### src/source/socPkg.sv
package socPkg;

    ////////////////////////////////////////////////////////////
    // bus widths
    ////////////////////////////////////////////////////////////

    typedef logic [31:0] busAddrT;  // byte address
    typedef logic [31:0] busDataT;  // data word
    typedef logic [3:0]  byteSelT;  // one enable per byte lane

    ////////////////////////////////////////////////////////////
    // wishbone classic request and response
    ////////////////////////////////////////////////////////////

    typedef struct packed {
        logic    cyc;   // bus cycle in progress
        logic    stb;   // transfer strobe
        logic    we;    // write when high
        busAddrT adr;   // byte address
        busDataT datW;  // write data
        byteSelT sel;   // byte lanes
    } wbReqT;           // master to slave, 71 bits

    typedef struct packed {
        busDataT datR;  // read data, valid with ack
        logic    ack;   // one-cycle acknowledge
    } wbRspT;           // slave to master, 33 bits

    // target of the current address
    typedef enum logic [1:0] {
        selRam,
        selGpio,
        selNone
    } slaveSelT;

    ////////////////////////////////////////////////////////////
    // address map, adr[31:24]
    ////////////////////////////////////////////////////////////

    localparam logic [7:0] regionRam  = 8'h20;  // data ram
    localparam logic [7:0] regionGpio = 8'h50;  // leds, switches, buttons

    localparam busDataT badData = 32'hdeadbeef;  // read from unmapped space

    // board i/o widths
    localparam int ledWidth    = 16;  // leds and slide switches
    localparam int buttonWidth = 5;   // pushbuttons

endpackage

### src/source/gpioSlave.sv
`timescale 1ns/1ps

module gpioSlave import socPkg::*; (
    input  logic                   HCLK,     // bus clock
    input  logic                   rstN,     // async reset, active low
    input  wbReqT                  gpioReq,  // strobe already gated by fabric
    output wbRspT                  gpioRsp,
    input  logic [ledWidth-1:0]    sw,       // slide switches, async
    input  logic [buttonWidth-1:0] buttons,  // pushbuttons, async
    output logic [ledWidth-1:0]    led       // led drive
);

    // register offsets, adr[3:2]
    localparam logic [1:0] offLed    = 2'd0;  // 0x0
    localparam logic [1:0] offSw     = 2'd2;  // 0x8
    localparam logic [1:0] offButton = 2'd3;  // 0xC

    logic [ledWidth-1:0]    swMeta, swSync;    // switch synchronizer
    logic [buttonWidth-1:0] btnMeta, btnSync;  // button synchronizer
    logic                   ackQ;
    logic                   access;            // new transfer this edge
    busDataT                rdData;
    busDataT                rdNext;            // selected register

    assign access = gpioReq.cyc & gpioReq.stb & ~ackQ;

    ////////////////////////////////////////////////////////////
    // input synchronizers
    ////////////////////////////////////////////////////////////

    always_ff @(posedge HCLK or negedge rstN) begin
        if (!rstN) begin
            swMeta  <= '0;
            swSync  <= '0;
            btnMeta <= '0;
            btnSync <= '0;
        end else begin
            swMeta  <= sw;       // first flop may go metastable
            swSync  <= swMeta;
            btnMeta <= buttons;
            btnSync <= btnMeta;
        end
    end

    ////////////////////////////////////////////////////////////
    // led register and acknowledge
    ////////////////////////////////////////////////////////////

    always_ff @(posedge HCLK or negedge rstN) begin
        if (!rstN) begin
            led  <= '0;
            ackQ <= 1'b0;
        end else begin
            ackQ <= access;
            if (access && gpioReq.we && gpioReq.adr[3:2] == offLed) begin
                for (int b = 0; b < ledWidth / 8; b++) begin
                    if (gpioReq.sel[b]) begin
                        led[8*b +: 8] <= gpioReq.datW[8*b +: 8];  // low lanes only
                    end
                end
            end
        end
    end

    ////////////////////////////////////////////////////////////
    // read path
    ////////////////////////////////////////////////////////////

    always_comb begin
        case (gpioReq.adr[3:2])
            offLed:    rdNext = busDataT'(led);
            offSw:     rdNext = busDataT'(swSync);
            offButton: rdNext = busDataT'(btnSync);  // zero-extended
            default:   rdNext = '0;                  // offset 4 is empty
        endcase
    end

    always_ff @(posedge HCLK) begin
        if (access && !gpioReq.we) begin
            rdData <= rdNext;
        end
    end

    assign gpioRsp.datR = rdData;
    assign gpioRsp.ack  = ackQ;

endmodule

### config.mk
export PLATFORM = sky130hd
export DESIGN_NAME = gpioSlave
export DESIGN_NICKNAME = d
export VERILOG_FILES = /design/src/source/socPkg.sv /design/src/source/gpioSlave.sv
export SDC_FILE = /design/constraint.sdc
export NUM_CORES = 1
export LEC_CHECK = 0
export BUFFER_PORTS_ARGS = -buffer_cell sky130_fd_sc_hd__buf_2
export CAP_MARGIN = 20
export CORE_MARGIN = 4
export CORE_UTILIZATION = 47
export DETAILED_ROUTE_END_ITERATION = 10
export GPL_TIMING_DRIVEN = 0
export PLACE_DENSITY_LB_ADDON = 0.05
export SETUP_SLACK_MARGIN = 0.5
export SYNTH_ARGS = -nofsm -noshare
export SYNTH_HDL_FRONTEND = slang
export SYNTH_SLANG_ARGS = --single-unit
### constraint.sdc
create_clock -name HCLK -period 4 [get_ports HCLK]
set_input_delay 0.8 -clock HCLK [delete_from_list [all_inputs] [get_ports HCLK]]
set_output_delay 0.8 -clock HCLK [all_outputs]
set_load 0.05 [all_outputs]
==> out/qor.yml <==
worst_hold_path:
  hp-class: "register to register"
  hp-start: "btnMeta[4]"
  hold_end: "btnSync[4]"
  whs_path_depth: 0
sta:
  min_period_over_period_pct: 47.2
  period_minus_slack_ns: 1.89
  finalHoldViolCount: 0
  worst_pin_slew_ns: 0.802
  setup_slack_ns: 2.11
  tns_ns: 0
  drv_slew: 0
  fin_skew_ns: 0.00821
  setup_viol: 0
  maxSlewHeadroom_pct: 46.3
  grt_setup_unrepaired: "no"
  timing.fmax_ghz: 0.529
clocking:
  ctsRootBufferMaster: "clkbuf_8"
  cts-buffers-inserted: 9
  path_clk_slew_ns: 0.07
  clk_path_buf_depth: 2
  tritoncts: "done"
  post_cts_buffers: 0
  htree_levels: 3
  cts.sinks: 75
  cts_hold_buf: 0
  clk-insertion-delay-late_ns: 0.33
  ctsResizeCount: 0
worst_setup_path:
  r2r_slack_ns: 2.22
  critPathLaunchType: "primary input"
  reg2reg_from: "ackQ"
  crit_path_cell_trace: "buf_2 -> and3b_1 -> buf_4 -> nor2b_2"
  crit_type: "primary input to register"
  path_max_fanout: 16
  critical_path_arrival_ns: 1.85
  cp-end-kind: "register"
  reg2reg_depth: 3
  required_ns: 3.96
  critPathMaxStageDelay_ns: 0.67
  startpoint: "gpioReq[69]"
  critPathSlowestCell: "nor2b_2"
  worstReg2RegEnd: "rdData[10]"
power:
  p_leak_nw: 1.69
  p_seq_share_pct: 50.1
  power.density_cell_area_mw_per_mm2: 513
  switching_share_pct: 29.4
  p_int_w: 0.00122
  p_switching_w: 0.000510
  p_comb_share_pct: 18.2
  ir_worst_vdd_mv: 0.368
  clock_power_share_pct: 31.7
placed_design:
  gp_congestion: 0.708
  io_buffers: 76
  dp_hpwl_um: 3100
  place_ws_ns: 1.75
die:
  die_area_mm2: 0.00689
  chipWidth_um: 83
  ios: 143
  start_util_pct: 48.3
  core-area_mm2: 0.00547
  die_h_um: 83
  rows: 27
grt:
  grt_pass1_vias: 1409
  grt_pass1_wl_um: 7270
  grt_antenna_before_repair: 0
  grt_max_degree: 35
  grtUsageTotal_pct: 13.8
  grt_overflow: 0
cells_and_area:
  n_fill_cell: 447
  areaGrowthSynthToFinish_pct: 27.8
  final_common_cell: "buf_2"
  drive_above_1_share_pct: 52.9
  fin_util_pct: 61.8
  layout_common_cells: "77 x buf_2, 59 x dfrtp_1, 19 x buf_4"
  nNetsFinal: 348
  insertedDiodeCount: 0
synthesis:
  yosysSeqAreaShare_pct: 74.0
  syn_avg_cell_area_um2: 17.5
  yosys_warnings: 0
  ys_seq_elements: 75
  syn-cell-area_mm2: 0.00264
  synthCells: 151
  synth.distinct_cells: 16
run:
  cap_violations: 0
drt:
  wl_per_cell_um: 13.3
  ant_nets: 0
  drtIter0Drc: 39
  drt_pass1_iterations: 4
  drc_errors: 0
  vias: 1418
  routed_via_density: 4.28
  wl_um: 4400
outcome:
  status: "finished clean"
-- cells by family after synthesis --
| family | Yosys count | share of synthesized area, % |
|---|---|---|
| AO/OA/AOI/OAI | 5 | 1.66 |
| other | 1 | 0.142 |
| AND/OR/NAND/NOR | 16 | 4.50 |
| multiplexers | 32 | 13.5 |
| buffers and inverters | 22 | 6.15 |
| flip-flops | 75 | 74.0 |
-- power by group through the flow --
stage | clock network (W) | logic, W | registers (W)
final | 0.000550 | 0.000316 | 0.000868
after global routing | 0.000600 | 0.000335 | 0.000877
after CTS | 0.000562 | 0.000319 | 0.000869
after detailed placement | 0 | 0.000318 | 0.000885
after global placement | 0 | 0.000314 | 0.000883
after floorplan | 0 | 0.000114 | 0.00100
-- final cells by class --
class | instances | area (um^2) | area share [%]
buffer | 22 | 163 | 4.81
clock inverter | 5 | 55.1 | 1.63
sequential | 75 | 1960 | 57.9
multi-input combinational | 69 | 583 | 17.3
timing repair buffer | 77 | 400 | 11.8
tap | 72 | 90.1 | 2.67
clock buffer | 11 | 131 | 3.89
-- Yosys cell counts --
master | instances | area [um^2]
nor2_1 | 11 | 41.3
mux2i_1 | 11 | 110
mux2_2 | 18 | 203
buf_6 | 1 | 11.3
mux2_4 | 3 | 45.0
nor2b_1 | 1 | 6.26
and3b_1 | 1 | 8.76
edfxtp_1 | 16 | 480
dfrtp_1 | 59 | 1480
a22o_1 | 5 | 43.8
buf_2 | 1 | 5.00
buf_1 | 1 | 3.75
conb_1 | 1 | 3.75
nand4_4 | 2 | 42.5
nor2_8 | 1 | 20.0
buf_4 | 19 | 143
-- critical path: cells and delay by family --
family	cells	cell delay, ns
and+or+nand+nor	2	0.82
buffers and inverters	2	0.22
-- metal layers --
layer	routed length [um]	up-vias	track usage, %	part of all wire, %
met5	0	-	0	0
met2	2100	57	20.7	48
met1	1920	663	17.7	44
met3	327	6	5.06	7.4
met4	57	0	7.13	1.3
li1	-	692	-	-
-- registers in the layout (all words and copies together) (netlist names) --
name / cells
ackQ: 1
btnMeta: 5
btnSync: 5
led: 16
rdData: 16
swMeta: 16
swSync: 16
-- stage by stage --
stage	power, W	cells	hold WS (ns)	instance area, um^2
2_1_floorplan	0.00112	166	0.331	2700
3_3_place_gp	0.00120	314	0.331	3170
3_5_place_dp	0.00120	315	0.335	3190
4_1_cts	0.00175	331	0.351	3380
5_1_grt	0.00181	331	0.355	3380
6_report	0.00173	331	0.350	3380
-- worst max-delay path by stage --
stage,cells past startpoint,slack (ns),end
after floorplan,3,1.75,rdData[0]
after global placement,4,1.25,rdData[13]
after detailed placement,4,1.75,rdData[13]
after CTS,4,2.10,rdData[12]
after global routing,4,2.06,rdData[12]
final,4,2.11,rdData[10]
Power figures use the tool's default switching activity.
