==> src/source/socPkg.sv <==
package socPkg;

    ////////////////////////////////////////////////////////////
    // bus widths
    ////////////////////////////////////////////////////////////

    typedef logic [31:0] busAddrT;  // byte address
    typedef logic [31:0] busDataT;  // data word
    typedef logic [3:0]  byteSelT;  // one enable per byte lane

    ////////////////////////////////////////////////////////////
    // wishbone classic request and response
    ////////////////////////////////////////////////////////////

    typedef struct packed {
        logic    cyc;   // bus cycle in progress
        logic    stb;   // transfer strobe
        logic    we;    // write when high
        busAddrT adr;   // byte address
        busDataT datW;  // write data
        byteSelT sel;   // byte lanes
    } wbReqT;           // master to slave, 71 bits

    typedef struct packed {
        busDataT datR;  // read data, valid with ack
        logic    ack;   // one-cycle acknowledge
    } wbRspT;           // slave to master, 33 bits

    // target of the current address
    typedef enum logic [1:0] {
        selRam,
        selGpio,
        selNone
    } slaveSelT;

    ////////////////////////////////////////////////////////////
    // address map, adr[31:24]
    ////////////////////////////////////////////////////////////

    localparam logic [7:0] regionRam  = 8'h20;  // data ram
    localparam logic [7:0] regionGpio = 8'h50;  // leds, switches, buttons

    localparam busDataT badData = 32'hdeadbeef;  // read from unmapped space

    // board i/o widths
    localparam int ledWidth    = 16;  // leds and slide switches
    localparam int buttonWidth = 5;   // pushbuttons

endpackage

==> src/source/busFabric.sv <==
`timescale 1ns/1ps

module busFabric import socPkg::*; (
    input  logic  HCLK,     // bus clock
    input  logic  rstN,     // async reset, active low
    input  wbReqT busReq,   // from external master
    output wbRspT busRsp,   // back to master
    output wbReqT ramReq,   // to data ram
    input  wbRspT ramRsp,
    output wbReqT gpioReq,  // to gpio block
    input  wbRspT gpioRsp
);

    slaveSelT slaveSel;  // decoded target
    logic     nomapAck;  // ack from unmapped responder

    ////////////////////////////////////////////////////////////
    // address decoder
    ////////////////////////////////////////////////////////////

    always_comb begin
        unique case (busReq.adr[31:24])
            regionRam:  slaveSel = selRam;
            regionGpio: slaveSel = selGpio;
            default:    slaveSel = selNone;  // nobody claims it
        endcase
    end

    ////////////////////////////////////////////////////////////
    // request routing
    ////////////////////////////////////////////////////////////

    // every slave sees the full request, only the target gets stb
    always_comb begin
        ramReq      = busReq;
        ramReq.stb  = busReq.stb & (slaveSel == selRam);
        gpioReq     = busReq;
        gpioReq.stb = busReq.stb & (slaveSel == selGpio);
    end

    ////////////////////////////////////////////////////////////
    // unmapped responder
    ////////////////////////////////////////////////////////////

    // same two-edge timing as the real slaves, writes dropped
    always_ff @(posedge HCLK or negedge rstN) begin
        if (!rstN) begin
            nomapAck <= 1'b0;
        end else begin
            nomapAck <= busReq.cyc & busReq.stb & (slaveSel == selNone) & ~nomapAck;
        end
    end

    ////////////////////////////////////////////////////////////
    // response multiplexer
    ////////////////////////////////////////////////////////////

    always_comb begin
        unique case (slaveSel)
            selRam:  busRsp = ramRsp;
            selGpio: busRsp = gpioRsp;
            default: begin
                busRsp.datR = badData;   // fixed pattern
                busRsp.ack  = nomapAck;
            end
        endcase
    end

    ////////////////////////////////////////////////////////////
    // protocol checks
    ////////////////////////////////////////////////////////////

    // decoder must never let two targets answer together
    ackOneHot: assert property (
        @(posedge HCLK) disable iff (!rstN)
        $onehot0({ramRsp.ack, gpioRsp.ack, nomapAck})
    ) else $error("more than one slave acknowledged in the same cycle");

    // an ack only shows up inside a bus cycle
    ackInCycle: assert property (
        @(posedge HCLK) disable iff (!rstN)
        $rose(busRsp.ack) |-> busReq.cyc
    ) else $error("busRsp.ack rose while cyc was low");

endmodule

==> config.mk <==
export PLATFORM = sky130hd
export DESIGN_NAME = busFabric
export DESIGN_NICKNAME = d
export VERILOG_FILES = /design/src/source/socPkg.sv /design/src/source/busFabric.sv
export SDC_FILE = /design/constraint.sdc
export NUM_CORES = 1
export LEC_CHECK = 0
export BUFFER_PORTS_ARGS = -buffer_cell sky130_fd_sc_hd__buf_2
export CAP_MARGIN = 5
export CORE_AREA = 3 3 120 122
export DETAILED_ROUTE_END_ITERATION = 8
export DIE_AREA = 0 0 123 125
export PLACE_DENSITY_LB_ADDON = 0.2
export SLEW_MARGIN = 20
export SYNTH_ARGS = -nofsm -noshare
export SYNTH_HDL_FRONTEND = slang
export SYNTH_SLANG_ARGS = --single-unit
export TNS_END_PERCENT = 1
==> constraint.sdc <==
create_clock -name HCLK -period 1.52 [get_ports HCLK]
set_input_delay 0.152 -clock HCLK [delete_from_list [all_inputs] [get_ports HCLK]]
set_output_delay 0.152 -clock HCLK [all_outputs]
set_load 0.03 [all_outputs]
==> metrics.log, run 1 <==
INFO  metric registers.top_by_ff_count = nomapAck
INFO  metric dp.final_hpwl = 4550 microns
INFO  metric start_util = 0.117
INFO  metric postSynthAreaPerCell = 6.78 sq um
INFO  metric core_area = 13300 sq um
INFO  metric wl_per_cell = 14.3 microns
INFO  metric placer_s_final_routability_congestion_estimate = 0.627
INFO  metric grt_antenna_before_repair = 0
INFO  metric finalSetupViolations = 35
INFO  metric rows = 42
INFO  metric slowest_stage = sky130_fd_sc_hd__or4_4
INFO  metric nets_in_the_synthesized_netlist = 368
INFO  metric relative_slew_slack = 0.735
INFO  metric maximum_vdd_drop = 0.0000574 V
INFO  metric yosysWarnings = 0
INFO  metric syn_to_final_growth = 15.8%
INFO  metric run_status = finished, violations left
INFO  metric place_inst = 402
INFO  metric synthesis.area = 1550 sq um
INFO  metric n_fill_cell = 1532
INFO  metric synth-seq-cells = 1
INFO  metric postRouteWirelength = 5770 microns
INFO  metric netlist-cell-type-count = 20
INFO  metric largest_register_ff_count = 1
INFO  metric timing_max_transition_violations_final = 0
INFO  metric dpl_cell_area = 1460 sq um
INFO  metric power.total = 0.000351 W
INFO  metric post-route-worst-setup-slack = -0.139 ns
INFO  metric yosysSeqAreaShare = 0.0161
INFO  metric via_per_inst = 3.44
INFO  metric max_cap_viol_count = 0
INFO  metric finish.cell_count_without_fillers = 404
INFO  metric largest_registers = nomapAck x1
INFO  metric critical_path_arrival = 1.51 ns
INFO  metric classification_of_the_worst_slack_hold_path = input port to output pin
INFO  metric setup.reg_to_reg.worst_slack = 0.88 ns
INFO  metric failed_checks = negative setup slack
INFO  metric timing.final.crit_period = 1.66 ns
INFO  metric floorplan.die.width = 123 microns
INFO  metric post-cts-setup-buffers = 0
INFO  metric worst_ep_required_time = 1.37 ns
INFO  metric multi_input_area = 508 sq um
INFO  metric critical-path-top-delay-family = simple AND/OR/NAND/NOR gates
INFO  metric power_per_cell_area = 195 nW/um^2
INFO  metric num_antenna_cells = 0
INFO  metric io_buffers = 130
INFO  metric critical_path_class = input port to output pin
INFO  metric cp_common_cell = sky130_fd_sc_hd__buf_6
INFO  metric grt_overflow = 0
INFO  metric grt_max_degree = 25
INFO  metric max_slew.worst_pin.slew = 0.398 ns
INFO  metric end_kind = output pin
INFO  metric floorplan.die_area = 15400 sq um
INFO  metric largest_stage_delay_on_the_critical_path = 0.53 ns
INFO  metric grt.total_usage = 0.0644
INFO  metric worst_skew_pair.late_latency = 0 ns
INFO  metric i_o_pins = 314
INFO  metric stdcell_area = 1800 sq um
INFO  metric max_clock_freq = 603 MHz
INFO  metric die_height = 125 microns
INFO  metric worst_setup_path_start_kind = input port
INFO  metric drt_iter0_drc = 37
INFO  metric nets = 369
INFO  metric grt_pass1_vias = 1410
INFO  metric post-route-period-util = 1.09
INFO  metric ff_latch_area = 25.0 sq um
INFO  metric timing_hold_violations_final = 0
INFO  metric count_of_antenna_violating_nets_left_after_detailed_routing = 0
INFO  metric postLayoutCoreUtil = 0.135
INFO  metric clock_skew = 0 ns
INFO  metric detail_route.first_pass.iterations = 3
INFO  metric post_route_cells_drive_above_1_share = 0.706
INFO  metric detailroute.via_count = 1389
INFO  metric worst_path_cell_chain = buf_6, or4_4, or2_4, buf_6, o22ai_4, buf_6
INFO  metric worstPathBufferInverterCount = 3
INFO  metric post_synth_inst_count = 229
INFO  metric power.static_leakage = 0.786 nW
INFO  metric worst-path-max-fanout = 5
INFO  metric grt_first_pass_wirelength = 7710 microns
INFO  metric unrepaired_setup_endpoints_after_global_routing = yes
INFO  metric route.detailed.drc = 0
metrics by stage:
step                      hold slack, ns  setup slack [ns]  setup TNS [ns]
final                              0.304            -0.139           -2.82
after global routing               0.304            -0.181           -4.96
after CTS                          0.304            -0.138           -3.52
after detailed placement         -0.0614            -0.250           -6.63
after global placement           -0.0670            -0.222           -6.10
after floorplan                   -0.144           -0.0943          -0.772
logic make-up (layout without fill, tap and decap cells):
kind of cell           count (synthesis)  after routing  synth area share
AOI/OAI and AO/OA                     35             35             0.149
buffers and inverters                150            149             0.707
DFF                                    1              1            0.0161
and+or+nand+nor                       43             43             0.127
routing by layer:
layer / track usage / share of wire / vias to the layer above
met3: 0.0145 / 0.12 / 60
met2: 0.123 / 0.50 / 119
met5: 0 / 0 / -
met4: 0.0495 / 0.085 / 0
met1: 0.0565 / 0.29 / 592
li1: - / - / 618
Yosys cell counts (all sizes together):
master  instances  area, sq um
nor3b           1         7.51
and3b           1         8.76
dfrtp           1         25.0
clkbuf          6         22.5
o22ai          25          156
buf           143         1070
nor2            9         36.3
or3b            1         8.76
a22oi           9         67.6
nand2          25         93.8
or2             1         6.26
inv             1         3.75
nand3b          1         7.51
and3            2         12.5
nor3            1         5.00
a211oi          1         7.51
or4             1         11.3
placed cells by master (no fill, tap or decap):
master,count
sky130_fd_sc_hd__buf_2,94
sky130_fd_sc_hd__or3b_1,1
sky130_fd_sc_hd__buf_6,40
sky130_fd_sc_hd__o22ai_1,24
sky130_fd_sc_hd__dfrtp_1,1
sky130_fd_sc_hd__buf_4,12
sky130_fd_sc_hd__or4_4,1
sky130_fd_sc_hd__nor3_1,1
sky130_fd_sc_hd__buf_12,1
sky130_fd_sc_hd__nor2_1,1
sky130_fd_sc_hd__nand3b_1,1
sky130_fd_sc_hd__nand2_2,2
sky130_fd_sc_hd__nor2_4,7
sky130_fd_sc_hd__o22ai_4,1
sky130_fd_sc_hd__a22oi_1,9
sky130_fd_sc_hd__inv_1,1
sky130_fd_sc_hd__nor3b_1,1
sky130_fd_sc_hd__dlygate4sd3_1,1
sky130_fd_sc_hd__and3b_1,1
sky130_fd_sc_hd__nand2_1,23
sky130_fd_sc_hd__and3_1,1
sky130_fd_sc_hd__and3_4,1
sky130_fd_sc_hd__nor2_2,1
sky130_fd_sc_hd__a211oi_1,1
sky130_fd_sc_hd__or2_4,1
what timing repair did:
item,4_1_cts,5_1_grt
endpoints found under the setup margin,35,35
cloned,1,0
pin swaps,3,5
resized for setup,71,27
hold endpoints to repair,1,0
hold buffers,1,0
power breakdown:
part           switching, W  total [W]  leakage [nW]  internal (W)
sequential      0.000000813  0.0000294        0.0131     0.0000286
clock                     0          0             0             0
combinational      0.000173   0.000322         0.773      0.000149
layout make-up:
| cell class | instances | area share |
|---|---|---|
| well taps | 176 | 0.122 |
| multi-input cells | 78 | 0.283 |
| flip-flops and latches | 1 | 0.0139 |
| repair buffers | 148 | 0.579 |
| inverters | 1 | 0.00209 |
path summary, 6_finish.rpt:
kind	from	endpoint	cells past startpoint
worst max register to register	nomapAck	nomapAck	1
max in group asynchronous	rstN	nomapAck	2
worst min register to register	nomapAck	nomapAck	1
worst min-delay path	busReq[41]	gpioReq[41]	0
worst max-delay path	busReq[62]	busRsp[0]	6
min in group asynchronous	rstN	nomapAck	2
Note: power is estimated with default switching activity, not from simulation.
==> inputs of run 2 (changes only) <==
- PLACE_DENSITY_LB_ADDON: 0.2 -> unset
==> run 2 against run 1 <==
  * The run still ends with negative setup slack left
  * Sequential power is essentially flat
  * Via count shrank 3.6%
  * Critical path depth is the same
  * First-iteration DRC count shrank 11%
  * Critical endpoint unchanged
  * Highest routed layer unchanged
==> metrics.log, run 2 (synthesis gave the netlist of run 1 again) <==
INFO  metric run_status = finished, violations left
INFO  metric failed_checks = negative setup slack
INFO  metric worst_skew_pair.late_latency = 0 ns
INFO  metric n_fill_cell = 1566
INFO  metric layout.cells.most_common_list = sky130_fd_sc_hd__buf_2, sky130_fd_sc_hd__nand2_1, sky130_fd_sc_hd__o22ai_1
INFO  metric worstPathBufferInverterCount = 3
INFO  metric grt_max_degree = 24
INFO  metric post-cts-setup-buffers = 0
INFO  metric nets = 366
INFO  metric dp.final_hpwl = 4830 microns
INFO  metric finish.cell_count_without_fillers = 401
INFO  metric detail_route.first_pass.iterations = 4
INFO  metric grt_first_pass_wirelength = 7610 microns
INFO  metric worst-path-max-fanout = 9
INFO  metric floorplan.die.width = 123 microns
INFO  metric core_area = 13300 sq um
INFO  metric worst_setup_path_start_kind = input port
INFO  metric largest_stage_delay_on_the_critical_path = 0.55 ns
INFO  metric dpl_worst_slack = -0.204 ns
INFO  metric syn_to_final_growth = -2.01%
INFO  metric power.total = 0.000335 W
INFO  metric worst_path_cell_chain = buf_6, or4_4, or2_0, buf_6, o22ai_2, buf_6
INFO  metric drt_iter0_drc = 33
INFO  metric num_antenna_cells = 0
INFO  metric power.static_leakage = 0.681 nW
INFO  metric relative_slew_slack = 0.739
INFO  metric finalSetupViolations = 30
INFO  metric place_inst = 400
INFO  metric cp_common_cell = sky130_fd_sc_hd__buf_6
INFO  metric largest_register_ff_count = 1
INFO  metric max_slew.worst_pin.slew = 0.392 ns
INFO  metric clkPwrFrac = 0
INFO  metric critical-path-top-delay-family = simple AND/OR/NAND/NOR gates
INFO  metric registers.top_by_ff_count = nomapAck
INFO  metric post-route-worst-setup-slack = -0.121 ns
INFO  metric io_buffers = 130
INFO  metric unrepaired_setup_endpoints_after_global_routing = yes
INFO  metric power_per_cell_area = 220 nW/um^2
INFO  metric timing_hold_violations_final = 0
INFO  metric clock_skew = 0 ns
INFO  metric postRouteWirelength = 5760 microns
INFO  metric max_clock_freq = 609 MHz
INFO  metric detailroute.via_count = 1339
INFO  metric grt_pass1_vias = 1266
INFO  metric post_route_cells_drive_above_1_share = 0.662
INFO  metric placer_s_final_routability_congestion_estimate = 0.650
INFO  metric start_util = 0.117
INFO  metric grt.total_usage = 0.0641
INFO  metric power.internal = 0.000172 W
INFO  metric i_o_pins = 314
INFO  metric timing.final.crit_period = 1.64 ns
INFO  metric maximum_vdd_drop = 0.0000607 V
INFO  metric rows = 42
INFO  metric floorplan.die_area = 15400 sq um
INFO  metric netSwitchingPower = 0.000162 W
INFO  metric grt_overflow = 0
INFO  metric wl_per_cell = 14.4 microns
INFO  metric largest_registers = nomapAck x1
INFO  metric via_per_inst = 3.34
INFO  metric sequential_share_of_power = 0.088
INFO  metric critical_path_class = input port to output pin
INFO  metric die_height = 125 microns
INFO  metric final_common_cell = sky130_fd_sc_hd__buf_2
INFO  metric net_switching_share_of_the_total_power = 0.485
INFO  metric timing_max_transition_violations_final = 0
INFO  metric classification_of_the_worst_slack_hold_path = input port to output pin
INFO  metric critical_path_arrival = 1.49 ns
INFO  metric power.combinational.fraction = 0.912
INFO  metric max_cap_viol_count = 0
INFO  metric fin_worst_hold_slack = 0.304 ns
INFO  metric end_kind = output pin
INFO  metric route.detailed.drc = 0
INFO  metric count_of_antenna_violating_nets_left_after_detailed_routing = 0
INFO  metric grt_antenna_before_repair = 0
INFO  metric worst_ep_required_time = 1.37 ns
INFO  metric slowest_stage = sky130_fd_sc_hd__or4_4
INFO  metric post-route-period-util = 1.08
run 2: power groups by stage:
stage | combinational, W | sequential (W) | clock [W]
6_report | 0.000305 | 0.0000293 | 0
5_1_grt | 0.000334 | 0.0000295 | 0
4_1_cts | 0.000309 | 0.0000293 | 0
3_5_place_dp | 0.000297 | 0.0000294 | 0
3_3_place_gp | 0.000297 | 0.0000292 | 0
2_1_floorplan | 0.000760 | 0.0000292 | 0
run 2: routing by layer:
layer | wire length (microns) | share of wire | GRT usage
met5 | 0 | 0 | 0
met3 | 809 | 0.14 | 0.0208
met1 | 1880 | 0.33 | 0.0650
met4 | 451 | 0.078 | 0.0469
met2 | 2620 | 0.45 | 0.109
run 2: final timing paths:
path	start	end	slack, ns	cells after the start
max in group asynchronous	rstN	nomapAck	0.95	2
max	busReq[61]	busRsp[0]	-0.12	6
min	busReq[38]	ramReq[38]	0.30	0
min reg2reg	nomapAck	nomapAck	0.42	1
min in group asynchronous	rstN	nomapAck	0.49	2
max reg2reg	nomapAck	nomapAck	0.91	1
run 2: timing repair:
item                                   in CTS  in global routing
gates resized for setup                    16                  2
cloned                                      0                  0
hold buffers                                1                  0
endpoints found under the hold margin       1                  0
setup endpoints to repair                  35                 35
run 2: layout make-up:
class / count / area, sq um / share of cell area
inverter: 1 / 3.75 / 0.00247
tap: 176 / 220 / 0.145
timing repair buffer: 145 / 832 / 0.547
sequential: 1 / 25.0 / 0.0164
multi-input combinational: 78 / 440 / 0.289
run 2: stage by stage:
step | cell area [sq um] | setup TNS [ns] | util
3_3_place_gp | 1450 | -3.84 | 0.109
3_5_place_dp | 1450 | -4.47 | 0.109
6_report | 1520 | -2.04 | 0.114
5_1_grt | 1520 | -4.52 | 0.114
4_1_cts | 1520 | -3.09 | 0.114
2_1_floorplan | 1560 | -0.772 | -
